### src/source/input_port_pkg.sv
package input_port_pkg;

  // One key port, or one relation or mask register
  typedef logic [3:0] nibble_t;

  // Bit 0 is the K0 factor, bit 1 the K1 factor
  typedef logic [1:0] factor_t;

  typedef logic [31:0] ss_data_t;
  typedef logic [7:0] ss_addr_t;
  typedef logic [2:0] reg_addr_t;

  // Savestate addresses of the two connectors in this block
  localparam ss_addr_t SS_INPUT = 8'h30;
  localparam ss_addr_t SS_INPUT_CONFIG = 8'h31;

  // CPU register map
  localparam reg_addr_t REG_K0_DATA = 3'd0;
  localparam reg_addr_t REG_K1_DATA = 3'd1;
  localparam reg_addr_t REG_RELATION_K0 = 3'd2;
  localparam reg_addr_t REG_MASK_K0 = 3'd3;
  localparam reg_addr_t REG_MASK_K1 = 3'd4;
  localparam reg_addr_t REG_FACTOR = 3'd5;

endpackage

### src/source/input_cfg_if.sv
`timescale 1ns/1ps

interface input_cfg_if;
  import input_port_pkg::*;

  nibble_t relation_k0;
  nibble_t mask_k0;
  nibble_t mask_k1;
  factor_t factor_flags;

  // One-cycle pulse after a CPU read of the factor register
  logic clear_factor;

  modport regs (
    output relation_k0,
    output mask_k0,
    output mask_k1,
    output clear_factor,
    input factor_flags
  );

  modport lines (
    input relation_k0,
    input mask_k0,
    input mask_k1,
    input clear_factor,
    output factor_flags
  );

endinterface

### src/source/ss_bus_if.sv
`timescale 1ns/1ps

interface ss_bus_if;
  import input_port_pkg::*;

  ss_data_t bus_in;
  ss_addr_t bus_addr;
  logic bus_wren;
  logic bus_restore;

  // Read data from the connector earlier in the chain
  ss_data_t chain_in;
  ss_data_t bus_out;

  modport host (
    output bus_in,
    output bus_addr,
    output bus_wren,
    output bus_restore,
    input bus_out
  );

  modport connector (
    input bus_in,
    input bus_addr,
    input bus_wren,
    input bus_restore,
    input chain_in,
    output bus_out
  );

endinterface
### src/source/bus_connector.sv
`timescale 1ns/1ps

module bus_connector #(
  parameter input_port_pkg::ss_addr_t ADDRESS = '0,
  parameter input_port_pkg::ss_data_t DEFAULT_VALUE = '0
) (
  input logic clk,
  input logic reset_factor,
  ss_bus_if.connector ss,
  input input_port_pkg::ss_data_t current_data,
  output input_port_pkg::ss_data_t new_data
);

  logic addr_match;

  assign addr_match = (ss.bus_addr == ADDRESS);

  // Holds the last word the host wrote here, the owner picks it up on restore
  always_ff @(posedge clk) begin
    if (reset_factor) begin
      new_data <= DEFAULT_VALUE;
    end else if (ss.bus_wren && addr_match) begin
      new_data <= ss.bus_in;
    end
  end

  // Only the matching connector puts data on the bus, so the chain is a plain OR
  assign ss.bus_out = (addr_match ? current_data : '0) | ss.chain_in;

endmodule

### src/source/input_lines.sv
`timescale 1ns/1ps

module input_lines (
  input logic clk,
  input logic reset_factor,
  input logic clk_en,
  input input_port_pkg::nibble_t input_k0,
  input input_port_pkg::nibble_t input_k1,
  input_cfg_if.lines cfg,
  ss_bus_if.connector ss
);
  import input_port_pkg::*;

  nibble_t prev_input_k0;
  nibble_t prev_input_k1;
  nibble_t edge_k0;
  nibble_t edge_k1;
  factor_t set_flags;
  factor_t factor_flags;
  ss_data_t ss_current_data;
  ss_data_t ss_new_data;

  // A relation bit of 1 selects the falling edge on that K0 line
  assign edge_k0 = cfg.mask_k0 &
                   ((cfg.relation_k0 & prev_input_k0 & ~input_k0) |
                    (~cfg.relation_k0 & ~prev_input_k0 & input_k0));

  // K1 lines only ever see the falling edge
  assign edge_k1 = cfg.mask_k1 & prev_input_k1 & ~input_k1;

  assign set_flags = clk_en ? {|edge_k1, |edge_k0} : 2'b00;

  always_ff @(posedge clk) begin
    if (reset_factor) begin
      prev_input_k0 <= '0;
      prev_input_k1 <= '0;
    end else if (!ss.bus_restore && clk_en) begin
      prev_input_k0 <= input_k0;
      prev_input_k1 <= input_k1;
    end
  end

  // A new edge wins over the clear from the factor read
  always_ff @(posedge clk) begin
    if (reset_factor) begin
      factor_flags <= '0;
    end else if (ss.bus_restore) begin
      factor_flags <= ss_new_data[1:0];
    end else begin
      factor_flags <= (factor_flags & ~{2{cfg.clear_factor}}) | set_flags;
    end
  end

  assign cfg.factor_flags = factor_flags;

  assign ss_current_data = {30'b0, factor_flags};

  bus_connector #(
    .ADDRESS(SS_INPUT),
    .DEFAULT_VALUE('0)
  ) u_ss_connector (
    .clk(clk),
    .reset_factor(reset_factor),
    .ss(ss),
    .current_data(ss_current_data),
    .new_data(ss_new_data)
  );

endmodule

### src/source/input_port_regs.sv
`timescale 1ns/1ps

module input_port_regs (
  input logic clk,
  input logic reset_factor,
  input input_port_pkg::nibble_t input_k0,
  input input_port_pkg::nibble_t input_k1,
  input input_port_pkg::reg_addr_t cpu_addr,
  input input_port_pkg::nibble_t cpu_wdata,
  input logic cpu_wren,
  input logic cpu_rden,
  output input_port_pkg::nibble_t cpu_rdata,
  input_cfg_if.regs cfg,
  ss_bus_if.connector ss
);
  import input_port_pkg::*;

  nibble_t relation_k0;
  nibble_t mask_k0;
  nibble_t mask_k1;
  nibble_t read_data;
  logic clear_factor;
  ss_data_t ss_current_data;
  ss_data_t ss_new_data;

  // A restore overrides any CPU write to the configuration in the same cycle
  always_ff @(posedge clk) begin
    if (reset_factor) begin
      relation_k0 <= '0;
      mask_k0 <= '0;
      mask_k1 <= '0;
    end else if (ss.bus_restore) begin
      relation_k0 <= ss_new_data[3:0];
      mask_k0 <= ss_new_data[7:4];
      mask_k1 <= ss_new_data[11:8];
    end else if (cpu_wren) begin
      case (cpu_addr)
        REG_RELATION_K0: relation_k0 <= cpu_wdata;
        REG_MASK_K0: mask_k0 <= cpu_wdata;
        REG_MASK_K1: mask_k1 <= cpu_wdata;
        default: ;
      endcase
    end
  end

  always_comb begin
    case (cpu_addr)
      REG_K0_DATA: read_data = input_k0;
      REG_K1_DATA: read_data = input_k1;
      REG_RELATION_K0: read_data = relation_k0;
      REG_MASK_K0: read_data = mask_k0;
      REG_MASK_K1: read_data = mask_k1;
      REG_FACTOR: read_data = {2'b00, cfg.factor_flags};
      default: read_data = '0;
    endcase
  end

  // Read data is held until the next read
  always_ff @(posedge clk) begin
    if (reset_factor) begin
      cpu_rdata <= '0;
    end else if (cpu_rden) begin
      cpu_rdata <= read_data;
    end
  end

  // The flags were sampled into cpu_rdata at this edge, so they clear one cycle later
  always_ff @(posedge clk) begin
    if (reset_factor) begin
      clear_factor <= 1'b0;
    end else begin
      clear_factor <= cpu_rden && (cpu_addr == REG_FACTOR);
    end
  end

  assign cfg.relation_k0 = relation_k0;
  assign cfg.mask_k0 = mask_k0;
  assign cfg.mask_k1 = mask_k1;
  assign cfg.clear_factor = clear_factor;

  assign ss_current_data = {20'b0, mask_k1, mask_k0, relation_k0};

  bus_connector #(
    .ADDRESS(SS_INPUT_CONFIG),
    .DEFAULT_VALUE('0)
  ) u_ss_connector (
    .clk(clk),
    .reset_factor(reset_factor),
    .ss(ss),
    .current_data(ss_current_data),
    .new_data(ss_new_data)
  );

endmodule

### src/source/input_port_top.sv
`timescale 1ns/1ps

module input_port_top (
  input logic clk,
  input logic reset_factor,
  input logic clk_en,
  input input_port_pkg::nibble_t input_k0,
  input input_port_pkg::nibble_t input_k1,
  input input_port_pkg::reg_addr_t cpu_addr,
  input input_port_pkg::nibble_t cpu_wdata,
  input logic cpu_wren,
  input logic cpu_rden,
  output input_port_pkg::nibble_t cpu_rdata,
  output input_port_pkg::factor_t factor_flags,
  input input_port_pkg::ss_data_t ss_bus_in,
  input input_port_pkg::ss_addr_t ss_bus_addr,
  input logic ss_bus_wren,
  input logic ss_bus_restore,
  output input_port_pkg::ss_data_t ss_bus_out
);

  input_cfg_if cfg_if ();
  ss_bus_if ss_regs_if ();
  ss_bus_if ss_lines_if ();

  // Both connectors see the same host signals
  assign ss_regs_if.bus_in = ss_bus_in;
  assign ss_regs_if.bus_addr = ss_bus_addr;
  assign ss_regs_if.bus_wren = ss_bus_wren;
  assign ss_regs_if.bus_restore = ss_bus_restore;
  assign ss_lines_if.bus_in = ss_bus_in;
  assign ss_lines_if.bus_addr = ss_bus_addr;
  assign ss_lines_if.bus_wren = ss_bus_wren;
  assign ss_lines_if.bus_restore = ss_bus_restore;

  // Read chain runs regs first, then lines
  assign ss_regs_if.chain_in = '0;
  assign ss_lines_if.chain_in = ss_regs_if.bus_out;
  assign ss_bus_out = ss_lines_if.bus_out;

  assign factor_flags = cfg_if.factor_flags;

  input_port_regs u_input_port_regs (
    .clk(clk),
    .reset_factor(reset_factor),
    .input_k0(input_k0),
    .input_k1(input_k1),
    .cpu_addr(cpu_addr),
    .cpu_wdata(cpu_wdata),
    .cpu_wren(cpu_wren),
    .cpu_rden(cpu_rden),
    .cpu_rdata(cpu_rdata),
    .cfg(cfg_if.regs),
    .ss(ss_regs_if.connector)
  );

  input_lines u_input_lines (
    .clk(clk),
    .reset_factor(reset_factor),
    .clk_en(clk_en),
    .input_k0(input_k0),
    .input_k1(input_k1),
    .cfg(cfg_if.lines),
    .ss(ss_lines_if.connector)
  );

endmodule

### config.mk
export PLATFORM = sky130hd
export DESIGN_NAME = input_port_top
export DESIGN_NICKNAME = d
export VERILOG_FILES = /design/src/source/input_port_pkg.sv /design/src/source/input_cfg_if.sv /design/src/source/ss_bus_if.sv /design/src/source/bus_connector.sv /design/src/source/input_lines.sv /design/src/source/input_port_regs.sv /design/src/source/input_port_top.sv
export SDC_FILE = /design/constraint.sdc
export NUM_CORES = 1
export LEC_CHECK = 0
export BUFFER_PORTS_ARGS = -buffer_cell sky130_fd_sc_hd__buf_2
export CORE_UTILIZATION = 42
export CTS_CLUSTER_DIAMETER = 60
export CTS_CLUSTER_SIZE = 12
export DETAILED_ROUTE_END_ITERATION = 12
export HOLD_SLACK_MARGIN = 0.1
export MAX_ROUTING_LAYER = met4
export PLACE_DENSITY_LB_ADDON = 0.2
export SYNTH_ARGS = -nofsm -noshare
export SYNTH_HDL_FRONTEND = slang
export SYNTH_SLANG_ARGS = --single-unit
export TNS_END_PERCENT = 5
### constraint.sdc
create_clock -name clk -period 1.1 [get_ports clk]
set_input_delay 0.055 -clock clk [delete_from_list [all_inputs] [get_ports clk]]
set_output_delay 0.055 -clock clk [all_outputs]
set_load 0.01 [all_outputs]
==> Word-level counts from Yosys, hierarchy flattened <==
Cells that the tools add are included.
{ "totals": {"regBits": 41, "latchBits": 0, "ramBits": 0, "rom_bits": 0, "input_bits": 62, "output_inout_bits": 38, "wordCells": 62, "memories": 0} }
{ "op_classes": {"addsub": 0, "multipliers": 0, "div_mod_pow": 0, "magnitude_cmp": 0, "eq_ne": 7, "n_shift": 0, "n_mux": 14, "bitwise_logic": 16, "n_reduce_logical": 15} }
{ "ops": {"columns": ["op", "count"], "rows": [
  ["2-to-1 mux 4 bit", 9],
  ["AND 4 bit", 7],
  ["case mux 4 bit (6 select lines)", 1],
  ["== test 8 x 6 -> 1 bit (second input constant)", 2],
  ["inverter 4 bit", 4],
  ["2-to-1 mux 12 bit", 1],
  ["OR 2 x 12 -> 12 bit", 1],
  ["nonzero test 2 bit", 4],
  ["OR reduction 4 bit", 2],
  ["== test 3 x 2 -> 1 bit (second input constant)", 2],
  ["== test 3 bit (second input constant)", 2],
  ["2-to-1 mux 2 bit", 3],
  ["AND reduction 2 bit", 3],
  ["logical AND 1 bit", 4],
  ["OR 4 bit", 1],
  ["== test 3 x 1 -> 1 bit (second input constant)", 1],
  ["zero test 3 bit", 1],
  ["AND 2 bit", 1],
  ["inverter 2 bit", 1],
  ["OR 2 bit", 1],
  ["zero test 1 bit", 1]
]} }

==> Depth between registers and ports, before layout <==
{ "depth": {"ltp_word": 9, "mapped_depth": 6, "ltp_nobuf": 4} }

==> Hierarchy <==
Synthesis repeated with hierarchy kept, for this count alone.
{ "hier_totals": {"hier_cells": 531, "hier_area_um2": 5008.6} }
{ "by_module_without_submodules": {"columns": ["module", "n_inst", "cells_per_inst", "area_each_um2", "seq_area_each_um2"], "rows": [
  ["bus_connector at u_input_lines.u_ss_connector", 1, 179, 1735.4, 640.6],
  ["bus_connector at u_input_port_regs.u_ss_connector", 1, 178, 1720.4, 640.6],
  ["input_port_regs", 1, 102, 932.1, 340.3],
  ["input_lines", 1, 71, 616.8, 200.2],
  ["input_port_top", 1, 1, 3.8, 0.0]
]} }

==> Least setup slack after synthesis <==
No wires, ideal clock.
{ "synth_path": {"kind": "input to register", "start": "input cpu_addr[0]", "end": "register u_input_port_regs.mask_k1[0] (netlist: u_input_port_regs.cfg.mask_k1[0])", "setup_time_ns": 0.138, "t_arrival_ns": 0.938, "slack_ns": 0.025, "cell_stages": 6, "cell_sequence": "buf_2 nor2_1 and3_1 clkbuf_2 mux2i_1 a211oi_1"} }
{ "synth_between": {"elab_chain_len": 3} }
{ "synth_lines": {"columns": ["element", "line", "text"], "rows": [
  ["start: declaration", "input_port_top.sv:9", "input input_port_pkg::reg_addr_t cpu_addr,"],
  ["== test 3 bit", "input_port_regs.sv:37", "case (cpu_addr)"],
  ["nonzero test 2 bit (no source line)", null, null],
  ["AND reduction 2 bit (no source line)", null, null],
  ["end signal: assignment", "input_port_regs.sv:35", "mask_k1 <= ss_new_data[11:8];"],
  ["end signal: assignment", "input_port_regs.sv:40", "REG_MASK_K1: mask_k1 <= cpu_wdata;"],
  ["end: declaration", "input_port_regs.sv:20", "nibble_t mask_k1;"]
]} }
No other way between the ends.
A chain may end at the register's enable or synchronous reset.

==> Worst setup path after layout <==
{ "layout_path": {"start": "input ss_bus_addr[7]", "end": "output ss_bus_out[4]"} }
{ "layout_between": {"elab_chain_len": 3} }
{ "layout_lines": {"columns": ["element", "line", "text"], "rows": [
  ["start: declaration", "input_port_top.sv:16", "input input_port_pkg::ss_addr_t ss_bus_addr,"],
  ["== test 8 x 6 -> 1 bit", "bus_connector.sv:16", "assign addr_match = (ss.bus_addr == ADDRESS);"],
  ["2-to-1 mux 12 bit", "bus_connector.sv:28", "assign ss.bus_out = (addr_match ? current_data : '0) | ss.chain_in;"],
  ["OR 2 x 12 -> 12 bit", "bus_connector.sv:28", null],
  ["end: declaration", "input_port_top.sv:19", "output input_port_pkg::ss_data_t ss_bus_out"]
]} }
No other way between the ends.

==> results.sh <==
export IMPL_cts_buffer_depth=2
export IMPL_first_global_vias=2007
export IMPL_min_period_over_period_pct=103
export IMPL_powerDensity_nw_per_um2=1000
export IMPL_numCtsBuffers=5
export IMPL_drive_above_1_share_pct=33.2
export IMPL_yosys_cell_types_count=41
export IMPL_place_ws_ps=-105
export IMPL_layout_min_cycle_time_ps=1130
export IMPL_gp_congestion=0.834
export IMPL_irDropWorstVdd_mv=0.728
export IMPL_cp_num_buf_inv=2
export IMPL_arrival_ps=1070
export IMPL_yosysTopAreaCellShare_pct=37.4
export IMPL_port_buffers=59
export IMPL_syn_inst=270
export IMPL_layout_commonest_cell="buf_2"
export IMPL_drv_slew=0
export IMPL_path_delay_family="simple AND/OR/NAND/NOR gates"
export IMPL_ys_warn_count=0
export IMPL_crit_fanout=5
export IMPL_r2r_start="u_input_port_regs.cfg.relation_k0[3]$_SDFFE_PP0P_"
export IMPL_wl_um=6230
export IMPL_syn_cell_area_sq_um=2190
export IMPL_violations="negative setup slack"
export IMPL_rsz0062_at_grt="true"
export IMPL_max_cap_violations=0
export IMPL_antenna_cells=0
export IMPL_placed_cell_area_sq_um=2680
export IMPL_final_cell_mix="51 x buf_2, 50 x nand2_1, 30 x dfxtp_1"
export IMPL_r2r_end="u_input_lines.cfg.factor_flags[0]$_SDFF_PP0_"
export IMPL_clock_latency_ps=310
export IMPL_cts_max_level=2
export IMPL_io_pins=100
export IMPL_clockRootBuffer="clkbuf_8"
export IMPL_finalWorstSetupSlack_ps=-29.4
export IMPL_rows=25
export IMPL_routed_via_density=5.00
export IMPL_fp_dieArea_sq_um=5520
export IMPL_critPathLaunch="ss_bus_addr[7]"
export IMPL_syn_to_final_growth_pct=43.6
export IMPL_grtUsageTotal_pct=23.7
export IMPL_clkTransAtPathRegs_ps=90
export IMPL_drcViolationCount=0
export IMPL_hold_viol_final=0
export IMPL_die_x_um=74.3
export IMPL_r2r_cells=4
export IMPL_ys_ff_latch=41
export IMPL_cp_slowest_cell="nor4b_4"
export IMPL_startpoint_type="primary input"
export IMPL_die_h_um=74.3
export IMPL_endpoint="ss_bus_out[4]"
export IMPL_yosysTopAreaCell="dfxtp_1"
export IMPL_cts_tree="done"
export IMPL_max_stage_delay_ps=340
export IMPL_overflow=0
export IMPL_crit_required_ps=1040
export IMPL_path_class="primary input to output pin"
export IMPL_cp_end_kind="output pin"
export IMPL_grt_pass1_wl_um=9450
export IMPL_core_sq_um=4880
export IMPL_fin_skew_ps=9.07
export IMPL_final_cell_area_sq_um=3150
export IMPL_cts_sinks=41
export IMPL_dpl_hpwl_um=4240
export IMPL_avgRoutedWirePerCell_um=14.1
export IMPL_drtIter0Drc=104
export IMPL_start_util_pct=44.9
export IMPL_ant_nets=0
export IMPL_crit_chain="buf_8 -> nor4b_4 -> and4_4 -> and2_1 -> buf_2"
export IMPL_vias=2206
export IMPL_run_status="complete, but fails checks"
export IMPL_nets=435
export IMPL_antenna_found_initial=0
export IMPL_seq_area_frac_synth_pct=37.4
export IMPL_avgSynthCellArea_sq_um=8.12
export IMPL_final_util_pct=64.6
export IMPL_dr_pass1_iters=4
export IMPL_holdCritPathClass="primary input to register"
export IMPL_total_power_w=0.00315
export IMPL_setup_viol=9
export IMPL_netlist_top_cells_area="dfxtp_1 37%, mux2i_1 9.1%, nand2_1 8.7%"
export IMPL_path_depth=5
export IMPL_r2r_slack_ps=0
export IMPL_p_leak_nw=1.35
export IMPL_max_freq_ghz=0.885
export IMPL_grt_start_max_net_pins=33
==> stage by stage <==
| step | TNS (ps) | hold WS (ps) | instances |
|---|---|---|---|
| after floorplan | 0 | 191 | 289 |
| final | -128 | 120 | 441 |
| after global placement | -1490 | 301 | 410 |
| after CTS | -27.7 | 111 | 440 |
| after detailed placement | -2650 | 305 | 410 |
| after global routing | -462 | 123 | 441 |
==> sequential cells by signal (all words and copies together) (netlist names), 2 cells and up <==
register                                   cells
u_input_lines.prev_input_k0                    4
u_input_port_regs.cfg.mask_k1                  4
u_input_lines.cfg.factor_flags                 2
u_input_port_regs.cpu_rdata                    4
u_input_port_regs.u_ss_connector.new_data     12
u_input_lines.u_ss_connector.new_data          2
u_input_port_regs.cfg.mask_k0                  4
u_input_port_regs.cfg.relation_k0              4
u_input_lines.prev_input_k1                    4
==> cell usage after synthesis <==
cell type	n
o211ai_1	2
dfxtp_1	41
nor4b_4	1
o21ai_0	8
mux4_2	1
buf_4	20
nor3_1	1
buf_2	4
a2111oi_0	1
mux2i_1	20
nor2b_1	2
nand3_1	2
inv_2	1
nor4_1	1
mux4_1	1
nand3b_1	4
nand2b_1	3
nand2_1	51
nand4b_1	1
conb_1	1
inv_1	2
and4_1	2
nor2_1	24
a22oi_1	2
nand4_1	2
and4b_1	1
clkbuf_2	1
a21oi_1	22
nor4b_1	1
a311oi_1	2
clkbuf_1	10
o22ai_1	2
and4bb_2	1
a21o_1	1
and2_1	10
nor3b_1	1
o311a_1	1
and3_1	1
clkinv_1	1
a31oi_1	5
a211oi_1	12
==> metal layers <==
metal | global-route usage, % | wire length [um] | part of all wire (%) | vias to the layer above
li1 | - | - | - | 1115
met1 | 31.7 | 2930 | 47 | 1015
met2 | 36.0 | 2970 | 48 | 64
met3 | 3.93 | 221 | 3.5 | 12
met4 | 8.81 | 108 | 1.7 | 0
met5 | - | 0 | 0 | -
==> tightest hold or removal path: cells and delay by family <==
family,cells,cell delay [ps]
AO/OA/AOI/OAI,1,80
buffers and inverters,1,120
multiplexers,1,120
==> what timing repair did <==
action                                 CTS  global route
pin swaps                                3             7
resized for setup                       24            24
hold buffers                            23             0
gates cloned                             0             1
endpoints found under the hold margin   29             0
setup endpoints to repair               14            44
setup buffers                            2             0
==> cell type report <==
class,instances,area [sq um]
clock buffer,6,72.6
timing repair buffer,111,852
inverter,4,15.0
clock inverter,2,15.0
fill,451,1730
sequential,41,835
multi-input combinational,210,1280
tap,67,83.8
==> where the power goes <==
part | leakage, nW | switching, W | internal, W
registers | 0.339 | 0.0000402 | 0.00153
logic | 0.974 | 0.000277 | 0.000284
clock network | 0.0374 | 0.000567 | 0.000448
==> cells by family after synthesis <==
family,Yosys count,synth area share [%]
simple gates,109,24.4
compound gates,58,16.3
flops,41,37.4
buf+inv,39,10.4
mux,22,11.4
other cells,1,0.171
==> worst min-delay path by stage <==
stage / slack, ps / cells after the start / to / from
finish: 120 / 3 / u_input_port_regs.cfg.mask_k0[2]$_SDFFE_PP0P_ / cpu_wdata[2]
detailed placement: 300 / 3 / u_input_port_regs.u_ss_connector.new_data[9]$_SDFFE_PP0P_ / ss_bus_in[9]
global placement: 300 / 3 / u_input_port_regs.u_ss_connector.new_data[5]$_SDFFE_PP0P_ / ss_bus_in[5]
CTS: 110 / 3 / u_input_port_regs.cfg.mask_k0[1]$_SDFFE_PP0P_ / cpu_wdata[1]
floorplan: 190 / 2 / u_input_lines.prev_input_k1[0]$_SDFFE_PP0P_ / input_k1[0]
global route: 120 / 3 / u_input_port_regs.cfg.relation_k0[2]$_SDFFE_PP0P_ / cpu_wdata[2]
No activity file was read; power rests on OpenSTA's default activity.
